--- src/hdl/fe_pkg.sv ---
package fe_pkg;

  // ~~~~~~~~~~~~~~~~~~~~~~~~~~~~~~~~~~~~~~~~~~~~~~~~~~~~~~~~~~~~~~~~~~~~~~~~~~~
  // Sizes
  // ~~~~~~~~~~~~~~~~~~~~~~~~~~~~~~~~~~~~~~~~~~~~~~~~~~~~~~~~~~~~~~~~~~~~~~~~~~~

  localparam int WORD_SIZE_P = 16;
  localparam int REG_ID_W    = 4;

  // Opcode field, bits 15:12 of an instruction
  typedef enum logic [3:0] {
    OP_NOP  = 4'd0,
    OP_ADD  = 4'd1,
    OP_ADDI = 4'd2,
    OP_LDI  = 4'd3,
    OP_BRA  = 4'd8,
    OP_BCC  = 4'd9
  } opcode_e;

  // Unit that executes a decoded instruction in the back end
  typedef enum logic [1:0] {
    FU_NOOP,
    FU_ALU,
    FU_BRANCH
  } fu_e;

  // Fetch/decode payload
  typedef struct packed {
    logic [WORD_SIZE_P-1:0] pc;
    logic [WORD_SIZE_P-1:0] instr;
  } fetch_pkt_t;

  typedef struct packed {
    logic [WORD_SIZE_P-1:0] pc;
    fu_e                    fu;
    opcode_e                opcode;
    logic                   w_v;
    logic [REG_ID_W-1:0]    dest_id;
    logic [REG_ID_W-1:0]    source_1;
    logic [REG_ID_W-1:0]    source_2;
    logic [3:0]             bcc_op;
    logic [WORD_SIZE_P-1:0] imm;
    logic                   branch_speculation;
  } decoded_instruction_t;

endpackage

--- src/hdl/fetch_unit.sv ---
`timescale 1ns/1ns

module fetch_unit
  import fe_pkg::*;
  #(parameter logic [WORD_SIZE_P-1:0] RESET_PC_P = '0
  )
  ( input  logic                   clk_i
  , input  logic                   rst_n_i
  , input  logic                   advance_i
  , input  logic                   take_branch_i
  , input  logic [WORD_SIZE_P-1:0] branch_target_i
  , input  logic                   mis_predict_i
  , input  logic [WORD_SIZE_P-1:0] mis_target_i
  , output logic [WORD_SIZE_P-1:0] pc_o
  );

  logic [WORD_SIZE_P-1:0] pc_r;
  logic [WORD_SIZE_P-1:0] pc_inc;
  logic [WORD_SIZE_P-1:0] pc_n;

  // Word addressed, so the sequential step is one
  assign pc_inc = pc_r + 1'b1;

  // Mis-predict ignores the stall, a taken branch does not
  always_comb begin
    pc_n = pc_r;
    if (mis_predict_i) begin
      pc_n = mis_target_i;
    end else if (advance_i) begin
      pc_n = take_branch_i ? branch_target_i : pc_inc;
    end
  end

  always_ff @(posedge clk_i) begin
    if (!rst_n_i) begin
      pc_r <= RESET_PC_P;
    end else begin
      pc_r <= pc_n;
    end
  end

  assign pc_o = pc_r;

endmodule

--- src/hdl/pipe_stage.sv ---
`timescale 1ns/1ns

module pipe_stage
  #(parameter type payload_t = logic
  )
  ( input  logic     clk_i
  , input  logic     rst_n_i
  , input  logic     advance_i
  , input  logic     flush_i
  , input  logic     v_i
  , input  payload_t data_i
  , output logic     v_o
  , output payload_t data_o
  );

  logic     v_r;
  payload_t data_r;

  // Flush acts even while the stage is stalled
  always_ff @(posedge clk_i) begin
    if (!rst_n_i || flush_i) begin
      v_r <= 1'b0;
    end else if (advance_i) begin
      v_r <= v_i;
    end
  end

  always_ff @(posedge clk_i) begin
    if (advance_i) begin
      data_r <= data_i;
    end
  end

  assign v_o    = v_r;
  assign data_o = data_r;

endmodule

--- src/hdl/decoder.sv ---
`timescale 1ns/1ns

module decoder
  import fe_pkg::*;
  ( input  fetch_pkt_t           instr_i
  , output decoded_instruction_t dec_o
  );

  logic [WORD_SIZE_P-1:0] instr;
  logic [3:0]             op_field;
  logic [REG_ID_W-1:0]    rd_field;
  logic [REG_ID_W-1:0]    rs1_field;
  logic [REG_ID_W-1:0]    rs2_field;
  logic [WORD_SIZE_P-1:0] imm4_sext;
  logic [WORD_SIZE_P-1:0] imm8_sext;
  logic [WORD_SIZE_P-1:0] imm8_zext;

  // ~~~~~~~~~~~~~~~~~~~~~~~~~~~~~~~~~~~~~~~~~~~~~~~~~~~~~~~~~~~~~~~~~~~~~~~~~~~
  // Instruction fields
  // ~~~~~~~~~~~~~~~~~~~~~~~~~~~~~~~~~~~~~~~~~~~~~~~~~~~~~~~~~~~~~~~~~~~~~~~~~~~

  assign instr     = instr_i.instr;
  assign op_field  = instr[15:12];
  assign rd_field  = instr[11:8];
  assign rs1_field = instr[7:4];
  assign rs2_field = instr[3:0];

  // Immediate extension
  assign imm4_sext = {{(WORD_SIZE_P-4){instr[3]}}, instr[3:0]};
  assign imm8_sext = {{(WORD_SIZE_P-8){instr[7]}}, instr[7:0]};
  assign imm8_zext = {{(WORD_SIZE_P-8){1'b0}}, instr[7:0]};

  // ~~~~~~~~~~~~~~~~~~~~~~~~~~~~~~~~~~~~~~~~~~~~~~~~~~~~~~~~~~~~~~~~~~~~~~~~~~~
  // Opcode decode
  // ~~~~~~~~~~~~~~~~~~~~~~~~~~~~~~~~~~~~~~~~~~~~~~~~~~~~~~~~~~~~~~~~~~~~~~~~~~~

  always_comb begin
    // Anything not named below stays zero
    dec_o        = '0;
    dec_o.pc     = instr_i.pc;
    dec_o.fu     = FU_NOOP;
    dec_o.opcode = OP_NOP;
    case (op_field)
      OP_ADD: begin
        dec_o.fu       = FU_ALU;
        dec_o.opcode   = OP_ADD;
        dec_o.w_v      = 1'b1;
        dec_o.dest_id  = rd_field;
        dec_o.source_1 = rs1_field;
        dec_o.source_2 = rs2_field;
      end
      OP_ADDI: begin
        dec_o.fu       = FU_ALU;
        dec_o.opcode   = OP_ADDI;
        dec_o.w_v      = 1'b1;
        dec_o.dest_id  = rd_field;
        dec_o.source_1 = rs1_field;
        dec_o.imm      = imm4_sext;
      end
      OP_LDI: begin
        dec_o.fu      = FU_ALU;
        dec_o.opcode  = OP_LDI;
        dec_o.w_v     = 1'b1;
        dec_o.dest_id = rd_field;
        dec_o.imm     = imm8_zext;
      end
      OP_BRA: begin
        dec_o.fu     = FU_BRANCH;
        dec_o.opcode = OP_BRA;
        dec_o.imm    = imm8_sext;
      end
      OP_BCC: begin
        dec_o.fu     = FU_BRANCH;
        dec_o.opcode = OP_BCC;
        dec_o.bcc_op = rd_field;
        dec_o.imm    = imm8_sext;
      end
      // Undefined opcodes fall through as no-ops
      default: ;
    endcase
  end

endmodule

--- src/hdl/branch_unit.sv ---
`timescale 1ns/1ns

module branch_unit
  import fe_pkg::*;
  ( input  logic                   v_i
  , input  decoded_instruction_t   dec_i
  , input  logic                   advance_i
  , input  logic                   mis_predict_i
  , output logic                   take_branch_o
  , output logic [WORD_SIZE_P-1:0] branch_target_o
  , output logic                   flush_o
  , output decoded_instruction_t   dec_o
  , output logic                   valid_o
  );

  logic is_bra;
  logic is_bcc;
  logic backward;
  logic predict_taken;

  assign is_bra   = (dec_i.opcode == OP_BRA);
  assign is_bcc   = (dec_i.opcode == OP_BCC);
  assign backward = dec_i.imm[WORD_SIZE_P-1];

  // Static prediction
  // BRA always, BCC only when it jumps backward
  assign predict_taken = is_bra | (is_bcc & backward);

  // Redirect only when the stage really moves on
  assign take_branch_o   = v_i & predict_taken & advance_i;
  assign branch_target_o = dec_i.pc + dec_i.imm;

  // Both younger stages are squashed on either redirect
  assign flush_o = take_branch_o | mis_predict_i;

  always_comb begin
    dec_o                    = dec_i;
    dec_o.branch_speculation = is_bcc & backward;
  end

  // No-ops and BRA need nothing from the back end
  assign valid_o = v_i & (dec_i.fu != FU_NOOP) & ~is_bra;

endmodule

--- src/hdl/fe_top.sv ---
`timescale 1ns/1ns

module fe_top
  import fe_pkg::*;
  #(parameter logic [WORD_SIZE_P-1:0] RESET_PC_P = '0
  )
  ( input  logic                   clk_i
  , input  logic                   rst_n_i
  , input  logic                   ready_i
  , input  logic                   mis_predict_i
  , input  logic [WORD_SIZE_P-1:0] branch_mis_target_i
  , output logic [WORD_SIZE_P-1:0] imem_addr_o
  , input  logic [WORD_SIZE_P-1:0] imem_data_i
  , output decoded_instruction_t   dec_instr_o
  , output logic                   valid_o
  );

  logic                   advance;
  logic                   take_branch;
  logic                   flush;
  logic [WORD_SIZE_P-1:0] branch_target;
  logic [WORD_SIZE_P-1:0] pc;

  // The whole front end moves only when the back end is ready
  assign advance = ready_i;

  // ~~~~~~~~~~~~~~~~~~~~~~~~~~~~~~~~~~~~~~~~~~~~~~~~~~~~~~~~~~~~~~~~~~~~~~~~~~~
  // Fetch
  // ~~~~~~~~~~~~~~~~~~~~~~~~~~~~~~~~~~~~~~~~~~~~~~~~~~~~~~~~~~~~~~~~~~~~~~~~~~~

  fetch_unit #(.RESET_PC_P(RESET_PC_P)
    ) u_fetch
    ( .clk_i
    , .rst_n_i
    , .advance_i       (advance)
    , .take_branch_i   (take_branch)
    , .branch_target_i (branch_target)
    , .mis_predict_i
    , .mis_target_i    (branch_mis_target_i)
    , .pc_o            (pc)
    );

  assign imem_addr_o = pc;

  // ~~~~~~~~~~~~~~~~~~~~~~~~~~~~~~~~~~~~~~~~~~~~~~~~~~~~~~~~~~~~~~~~~~~~~~~~~~~
  // Fetch/decode stage and decode
  // ~~~~~~~~~~~~~~~~~~~~~~~~~~~~~~~~~~~~~~~~~~~~~~~~~~~~~~~~~~~~~~~~~~~~~~~~~~~

  fetch_pkt_t fetch_pkt;
  fetch_pkt_t fd_pkt;
  logic       fd_v;

  assign fetch_pkt = '{pc: pc, instr: imem_data_i};

  // Free-running fetch, every cycle offers a word
  pipe_stage #(.payload_t(fetch_pkt_t)
    ) u_fd
    ( .clk_i
    , .rst_n_i
    , .advance_i (advance)
    , .flush_i   (flush)
    , .v_i       (1'b1)
    , .data_i    (fetch_pkt)
    , .v_o       (fd_v)
    , .data_o    (fd_pkt)
    );

  decoded_instruction_t dec_d;

  decoder u_decoder
    ( .instr_i (fd_pkt)
    , .dec_o   (dec_d)
    );

  // ~~~~~~~~~~~~~~~~~~~~~~~~~~~~~~~~~~~~~~~~~~~~~~~~~~~~~~~~~~~~~~~~~~~~~~~~~~~
  // Decode/branch stage and branch
  // ~~~~~~~~~~~~~~~~~~~~~~~~~~~~~~~~~~~~~~~~~~~~~~~~~~~~~~~~~~~~~~~~~~~~~~~~~~~

  decoded_instruction_t db_dec;
  logic                 db_v;

  pipe_stage #(.payload_t(decoded_instruction_t)
    ) u_db
    ( .clk_i
    , .rst_n_i
    , .advance_i (advance)
    , .flush_i   (flush)
    , .v_i       (fd_v)
    , .data_i    (dec_d)
    , .v_o       (db_v)
    , .data_o    (db_dec)
    );

  branch_unit u_branch
    ( .v_i             (db_v)
    , .dec_i           (db_dec)
    , .advance_i       (advance)
    , .mis_predict_i
    , .take_branch_o   (take_branch)
    , .branch_target_o (branch_target)
    , .flush_o         (flush)
    , .dec_o           (dec_instr_o)
    , .valid_o
    );

endmodule

--- config.mk ---
export PLATFORM = sky130hd
export DESIGN_NAME = fe_top
export DESIGN_NICKNAME = d
export VERILOG_FILES = /design/src/hdl/fe_pkg.sv /design/src/hdl/fetch_unit.sv /design/src/hdl/pipe_stage.sv /design/src/hdl/decoder.sv /design/src/hdl/branch_unit.sv /design/src/hdl/fe_top.sv
export SDC_FILE = /design/constraint.sdc
export NUM_CORES = 1
export LEC_CHECK = 0
export ABC_AREA = 1
export BUFFER_PORTS_ARGS = -buffer_cell sky130_fd_sc_hd__buf_2
export CAP_MARGIN = 20
export CORE_MARGIN = 2
export CORE_UTILIZATION = 36
export CTS_CLUSTER_DIAMETER = 50
export DETAILED_ROUTE_END_ITERATION = 8
export SYNTH_ARGS = -nofsm -noshare
export SYNTH_HDL_FRONTEND = slang
export SYNTH_SLANG_ARGS = --single-unit
--- constraint.sdc ---
create_clock -name clk_i -period 1.9 [get_ports clk_i]
set_input_delay 0 -clock clk_i [delete_from_list [all_inputs] [get_ports clk_i]]
set_output_delay 0 -clock clk_i [all_outputs]
set_load 0.05 [all_outputs]
Yosys cells after proc, flatten, opt, wreduce, memory -nomap -nowiden

Index checks and enable logic that the tools add are counted.

Add/sub/neg operators: 2
Equality and inequality tests: 7
Multiplexer cells: 6
Bitwise operators: 8
Reductions and logical operators: 7

Operator list:

| cell                  | number |
|---|---|
| $mux 16               | 3 |
| $pmux 16 s3           | 1 |
| $pmux 6 s5            | 1 |
| $add 16x1->16 const B | 1 |
| $add 16x16->16        | 1 |
| $eq 4x4->1 const B    | 4 |
| $eq 4x2->1 const B    | 2 |
| $and 1x1->1           | 5 |
| $mux 5                | 1 |
| $eq 4x1->1 const B    | 1 |
| $reduce_bool 2->1     | 2 |
| $reduce_or 2->1       | 2 |
| $reduce_or 3->1       | 1 |
| $or 1x1->1            | 2 |
| $logic_not 1->1       | 1 |
| $logic_or 1x1->1      | 1 |
| $not 1->1             | 1 |

Register bits: 105
Input bits: 36
Output and inout port bits: 73
Word-level logic and storage cells: 44

Logic depth before layout (Yosys ltp)

Gate-level depths: netlist (run 1).

Word-level depth: 8
Mapped depth: 13
Mapped depth without buffers: 13

Cells and area by module

Synthesis (run 1) repeated with hierarchy kept, for this count alone.

Cells, all modules: 629
Area total of the unflattened synthesis: 5,843.1 um^2

Modules (own cells, without submodules):

| module            | times used | cells an instance | area each (um^2) | sequential area each (um^2) |
|---|---|---|---|---|
| pipe_stage (u_db) | 1          | 63                | 1,729.2          | 1,701.6 |
| branch_unit       | 1          | 241               | 1,388.8          | 0.0 |
| fetch_unit        | 1          | 192               | 1,203.7          | 320.3 |
| pipe_stage (u_fd) | 1          | 39                | 1,008.5          | 980.9 |
| decoder           | 1          | 93                | 509.2            | 0.0 |
| fe_top            | 1          | 1                 | 3.8              | 0.0 |

Worst setup path before layout (run 1)

OpenSTA, ideal clock, no wires.

Path kind: register -> register
Start point: register u_db.data_r (netlist bit u_db.data_o[15])
End point: register u_fetch.pc_r[14] (netlist: u_fetch.pc_o[14])
Setup time: 73 ps
Arrival time: 2,092 ps
Required time: 1,827 ps
Slack: -265 ps
Cell stages (with the launch flop): 13
Buffers on the path: 0
Period minus slack after synthesis: 2,165 ps
Path through: edfxtp_1 ha_1 nand2_1 inv_1 nand2_1 nand2_1 a21oi_1 nand2_1 nand2_1 nand3_1 nand2_1 nand2_1 a21oi_1

Cells in the longest elaborated chain, start to end: 4

RTL lines:

| item                   | RTL line          | source |
|---|---|---|
| from (decl)            | pipe_stage.sv:17  | `payload_t data_r;` |
| from (signal assigned) | pipe_stage.sv:30  | `data_r <= data_i;` |
| $add 16x16->16         | branch_unit.sv:31 | `assign branch_target_o = dec_i.pc + dec_i.imm;` |
| $mux 16                | fetch_unit.sv:30  | `pc_n = take_branch_i ? branch_target_i : pc_inc;` |
| $mux 16                | fetch_unit.sv:29  | `end else if (advance_i) begin` |
| $mux 16                | fetch_unit.sv:27  | `if (mis_predict_i) begin` |
| to (signal assigned)   | fetch_unit.sv:38  | `pc_r <= pc_n;` |
| to (decl)              | fetch_unit.sv:17  | `logic [WORD_SIZE_P-1:0] pc_r;` |

Every way passes these cells. The select of a mux whose other input is x is not followed.
A chain may end at the register's enable or synchronous reset.

Final worst setup path (run 1)

Start point: register u_db.data_r (netlist bit u_db.data_o[1])
End point: register u_fetch.pc_r[12] (netlist: u_fetch.pc_o[12])

The elaborated chain is that of the path after synthesis.

==> results of run 1 <==
registers in the layout, summed over array words and instances (netlist names):
signal	flops
u_fetch.pc_o	16
u_fd.v_o	1
u_db.data_o	46
u_db.v_o	1
u_fd.data_o	32
path summary, 6_finish.rpt:
kind	startpoint	to	slack, ns	cells past startpoint
worst min register to register	u_fd.data_o[22]$_DFFE_PP_	u_db.data_o[46]$_DFFE_PP_	0.42	0
worst max-delay path	u_db.data_o[1]$_DFFE_PP_	u_fetch.pc_o[12]$_SDFFE_PN0P_	-0.003	12
worst max register to register	u_db.data_o[1]$_DFFE_PP_	u_fetch.pc_o[12]$_SDFFE_PN0P_	-0.003	12
worst min-delay path	rst_n_i	u_fetch.pc_o[5]$_SDFFE_PN0P_	0.03	3
kinds of logic (layout without fill, tap and decap cells):
family | count (synthesis) | count (layout) | synth area share
AO/OA/AOI/OAI | 73 | 73 | 0.0856
XOR/XNOR | 12 | 12 | 0.0217
adder cells (fa/ha/maj) | 17 | 17 | 0.0455
buffers and inverters | 93 | 267 | 0.0835
flip-flops | 96 | 96 | 0.559
other | 1 | 1 | 0.000775
AND/OR/NAND/NOR | 225 | 225 | 0.204
routing by layer:
metal / up-vias / GRT usage / wire, microns
met5: - / 0 / 0
li1: 2050 / - / -
met3: 19 / 0.0361 / 624
met4: 0 / 0.0559 / 212
met1: 1947 / 0.244 / 5930
met2: 114 / 0.315 / 6350
per-stage QoR:
| step | TNS, ns | cells | hold slack [ns] |
|---|---|---|---|
| final | -0.00328 | 867 | 0.0341 |
| after global routing | -0.716 | 867 | 0.0316 |
| after CTS | -0.0280 | 863 | 0.0235 |
| after detailed placement | -0.258 | 811 | 0.178 |
| after global placement | -0.156 | 811 | 0.176 |
| after floorplan | -1.51 | 517 | 0.0989 |
worst max-delay path, delay by kind of cell (launching register included):
| family | cells | cell delay (ns) |
|---|---|---|
| DFF | 1 | 0.43 |
| adders and majority gates | 2 | 0.54 |
| AOI/OAI and AO/OA | 1 | 0.10 |
| and+or+nand+nor | 9 | 0.76 |
power by group through the flow:
stage	sequential, W	combinational (W)	clock [W]
CTS	0.00252	0.00112	0.00170
finish	0.00253	0.00118	0.00166
detailed placement	0.00257	0.00101	0
global route	0.00254	0.00127	0.00178
global placement	0.00256	0.00100	0
floorplan	0.00283	0.000409	0
layout make-up:
class | instances | area (sq um)
timing repair buffer | 173 | 1110
clock inverter | 5 | 32.5
inverter | 78 | 293
clock buffer | 11 | 233
sequential | 96 | 2700
tap | 176 | 220
fill | 1216 | 6600
multi-input combinational | 328 | 2000
cells in the final DEF (no fill, tap or decap), types with 10 or more instances in the layout:
master and count:
buf_2 107, nand2_1 105, edfxtp_1 78, inv_1 75
nor2_1 53, buf_4 36, dlygate4sd3_1 29, a21oi_1 22
nand3_1 19, dfxtp_1 18, o21ai_0 14, o21ai_1 11
ha_4 11, nand2_2 10
repair_timing:
item	in CTS	in global routing
hold endpoints to repair	28	0
endpoints found under the setup margin	6	12
gates resized for setup	24	25
gates cloned	0	0
buffers inserted	7	4
hold buffers	29	0
pin swaps	6	10
==> results.md, run 1 <==
- Number of global-route vias before repair: 4111
- Post-synth top area cell: edfxtp_1
- Cell Area, Placed: 5690 sq um
- Initial Utilization: 0.367
- YS warnings: 0
- Post-synth EDFFs: 78
- Cells after Synth: 517
- Clock skew: 0.00823 ns
- Internal power: 0.00371 W
- Switching Share: 0.309
- Max Fclk: 525 MHz
- Total Routed Length: 13100 microns
- CP arrival: 2.17 ns
- Die width: 120 microns
- Worst slew margin: 0.610
- Routed Antenna Nets: 0
- PortBufs: 107
- Post-Synthesis Cell Area: 4840 sq um
- Post-synth top cells: nand2_1 (115), edfxtp_1 (78), inv_1 (75)
- TritonCTS buffer count: 9
- Die Span Y: 120 microns
- Synth Flop Type: edfxtp_1
- Synthesis-stage register bit count: 96
- Final Slew Violations: 0
- Leading post-synthesis cells by cell area: edfxtp_1 (48%), nand2_1 (8.9%), dfxtp_1 (7.4%)
- Clk root buf: clkbuf_16
- Critical path capture point type: flop
- CP max stage cell: edfxtp_1
- Synth Area per Inst: 9.36 sq um
- Vias post-DR: 4130
- # DRC: 0
- Layout area overhead: 36.2%
- Worst-Margin Slew: 0.585 ns
- Final Hold Fails: 0
- Global-route wire length before repair: 20800 microns
- Nets: 739
- Lkg Pwr: 2.97 nW
- Clock sinks: 96
- Total gr overflow: 0
- Fin area: 6590 sq um
- Diode count: 0
- Core ar.: 13200 sq um
- Largest net degree at the start of global routing: 48
- Clock group share of total power: 0.310
- Register area share after synthesis: 0.559
- H-tree depth: 3
- CTS max path bufs: 2
- RSZ-0062 raised after global routing: yes
- Worst setup SP type: flop
- Die ar.: 14400 sq um
- PD cells: 815 nW/um^2
- Number of DRC markers in iteration 0: 318
- Share of cells above drive strength 1: 0.311
- Drt first pass iters: 5
- VDD IR max: 0.426 mV
- Failing checks: negative setup slack
- Tmin final: 1.90 ns
- Vias per Instance: 4.76
- Max-Cap Viols: 0
- Switching power: 0.00166 W
- IO Pins: 109
- Final Util: 0.499
- Drt wl/cell: 15.1 microns
- CTS tree: done
- HP Class: primary input to flop
- Critical path class: flop to flop
- Total Routing Usage GR: 0.187
- Post-synth cell types: 40
- Setup WS pre-CTS: -0.163 ns
- GPL Wtd Cong: 0.909
- WP data required: 2.17 ns
- Worst-path cell chain: ha_4, fa_2, nand2_2, nand2_2, and2_4, nand3_2, nand3_2, nand2_2, nand3_2, nand2_1, nand2_1, a21oi_2
- Gate power share: 0.219
- Num rows: 42
- Max incr delay on CP: 0.43 ns
- Top-count cell post-synth: nand2_1
- Post-synth top area share: 0.484
- Setup WS post-layout: -0.00328 ns
- Initial antenna violation count: 0
- DPL Wire Length: 9580 microns
- Final Cycle Share: 1.00
- Outcome: finished, violations left
- Final Setup Violations: 1
- Total power: 0.00537 W
- Clock latency on the worst-skew pair: 0.34 ns
- Synthesized net count: 570
- CP Max Fanout: 3
- Ys async rst share: 0
- Clk pin slew, worst setup/hold paths: 0.07 ns
- Seq pwr share: 0.471
Power figures use the tool's default switching activity.
==> inputs of run 2 (changes only) <==
==> constraint.sdc (replaced) <==
create_clock -name clk_i -period 1.95 [get_ports clk_i]
set_input_delay 0 -clock clk_i [delete_from_list [all_inputs] [get_ports clk_i]]
set_output_delay 0 -clock clk_i [all_outputs]
set_load 0.05 [all_outputs]
==> run 2 against run 1 <==
Compared with the run above: the flow still finishes with violations (negative setup slack); sequential power decreased by 3%; combinational power decreased by 3%; worst setup slack got worse by 0.022 ns; final cell count decreased by 0.92%; register-to-register slack got worse by 0.02 ns.
==> results.md, run 2 (synthesis gave the netlist of run 1 again) <==
- Initial Utilization: 0.367
- Initial antenna violation count: 0
- Vias per Instance: 4.78
- Share of cells above drive strength 1: 0.310
- Clock latency on the worst-skew pair: 0.35 ns
- Total Routing Usage GR: 0.186
- RSZ-0062 raised after global routing: yes
- Setup WS post-layout: -0.0253 ns
- Worst setup SP type: flop
- Failing checks: negative setup slack
- Diode count: 0
- CTS max path bufs: 2
- Area of the multi-input gates: 2010 sq um
- Nets: 731
- IO Pins: 109
- Global-route wire length before repair: 20500 microns
- Worst hold slack: 0.0143 ns
- WP data required: 2.22 ns
- Layout fillers: 1231
- Die ar.: 14400 sq um
- Tmin final: 1.98 ns
- CTS tree: done
- Total negative slack: -0.0457 ns
- Critical path class: flop to flop
- Outcome: finished, violations left
- Clock skew: 0.00585 ns
- Layout area overhead: 35.2%
- Seq pwr share: 0.470
- Highest-count cells in the layout ignoring fill and taps: buf_2 (106), nand2_1 (100), edfxtp_1 (78), inv_1 (75), nor2_1 (52)
- Lkg Pwr: 2.95 nW
- Core ar.: 13200 sq um
- Final Slew Violations: 0
- Final Hold Fails: 0
- Largest net degree at the start of global routing: 47
- Vias post-DR: 4107
- Final Non-Filler Cells: 859
- Clk root buf: clkbuf_16
- Die width: 120 microns
- Number of global-route vias before repair: 3922
- Worst-Margin Slew: 0.576 ns
- Largest register FFs: 46
- Worst slew margin: 0.616
- H-tree depth: 3
- Worst-path cell chain: buf_6, ha_4, nand2_1, nor2_2, inv_1, nor2_2, nand2_4, nand3_1, nand3_4, nand2_2, nand2_1, a21oi_1
- # DRC: 0
- Routed Antenna Nets: 0
- Drt wl/cell: 15.4 microns
- Clock group share of total power: 0.312
- DPL Wire Length: 9520 microns
- Final Setup Violations: 2
- Cell Area, Placed: 5640 sq um
- Num rows: 42
- Total power: 0.00523 W
- CP max stage cell: edfxtp_1
- PD cells: 800 nW/um^2
- Total Routed Length: 13200 microns
- Internal power: 0.00361 W
- Critical path capture point type: flop
- Die Span Y: 120 microns
- Final Cycle Share: 1.01
- PortBufs: 107
- TritonCTS buffer count: 9
- Max-Cap Viols: 0
- VDD IR max: 0.498 mV
- GPL Wtd Cong: 0.892
- Switching Share: 0.311
- Dpl cells: 805
- Gate power share: 0.217
- HP Class: primary input to flop
- Switching power: 0.00162 W
- CP arrival: 2.25 ns
- Fin area: 6540 sq um
- Clock sinks: 96
- Drt first pass iters: 5
- Clk pin slew, worst setup/hold paths: 0.07 ns
- CP Max Fanout: 6
- Most common cell after layout, fill and taps aside: buf_2
- Number of DRC markers in iteration 0: 293
- Max incr delay on CP: 0.40 ns
- Max Fclk: 506 MHz
- Total gr overflow: 0
- Storage element area: 2700 sq um
## run 2: cell types whose count changed in the layout (fill, tap and decap cells not counted), sizes merged
cell,change
buf,-6
clkbuf,+1
clkinv,-1
dlygate4sd3,-2
## run 2: area by class of cell
class / instances / area share
Clock buffer: 12 / 0.0362
Multi-Input combinational cell: 328 / 0.307
Tap cell: 176 / 0.0337
Clock inverter: 4 / 0.00440
Timing Repair Buffer: 165 / 0.160
Sequential cell: 96 / 0.413
Inverter: 78 / 0.0448
## run 2: stage by stage
step / util / worst slack (ns)
after global placement: 0.428 / -0.155
after detailed placement: 0.428 / -0.154
after global routing: 0.496 / -0.151
final: 0.496 / -0.0253
after floorplan: - / -0.215
after CTS: 0.480 / -0.00764
## run 2: per-layer routing
| metal | vias to the layer above | part of all wire | track usage | wire length, microns |
|---|---|---|---|---|
| met5 | - | 0 | 0 | 0 |
| met4 | 0 | 0.025 | 0.0743 | 329 |
| met3 | 24 | 0.055 | 0.0337 | 731 |
| met2 | 137 | 0.47 | 0.293 | 6170 |
| met1 | 1921 | 0.45 | 0.254 | 5970 |
| li1 | 2025 | - | - | - |
## run 2: worst max-delay path: cells and delay by family (launching register included)
kind                     cells  cell delay, ns
adder cells (fa/ha/maj)      1            0.32
AO/OA/AOI/OAI                1            0.12
flip-flops                   1            0.40
buffers and inverters        2            0.24
AND/OR/NAND/NOR              8            0.80
## run 2: final timing paths
| path | start | end | slack [ns] | cells after the start |
|---|---|---|---|---|
| setup / recovery | u_db.data_o[15]$_DFFE_PP_ | u_fetch.pc_o[14]$_SDFFE_PN0P_ | -0.03 | 12 |
| hold / removal | branch_mis_target_i[11] | u_fetch.pc_o[11]$_SDFFE_PN0P_ | 0.01 | 3 |
| setup reg to reg | u_db.data_o[15]$_DFFE_PP_ | u_fetch.pc_o[14]$_SDFFE_PN0P_ | -0.03 | 12 |
| hold reg to reg | u_fd.data_o[21]$_DFFE_PP_ | u_db.data_o[45]$_DFFE_PP_ | 0.42 | 0 |
## run 2: repair_timing
action / in CTS / in global routing
gates resized for setup: 21 / 33
setup buffers: 6 / 6
endpoints found under the hold margin: 28 / 0
hold buffers: 27 / 0
setup endpoints to repair: 4 / 10
pin swaps: 15 / 21
## run 2: power by group through the flow
stage / clock [W] / combinational, W / sequential [W]
2_1_floorplan: 0 / 0.000399 / 0.00276
3_3_place_gp: 0 / 0.000961 / 0.00250
3_5_place_dp: 0 / 0.000965 / 0.00250
4_1_cts: 0.00166 / 0.00106 / 0.00246
5_1_grt: 0.00175 / 0.00123 / 0.00248
6_report: 0.00163 / 0.00114 / 0.00246
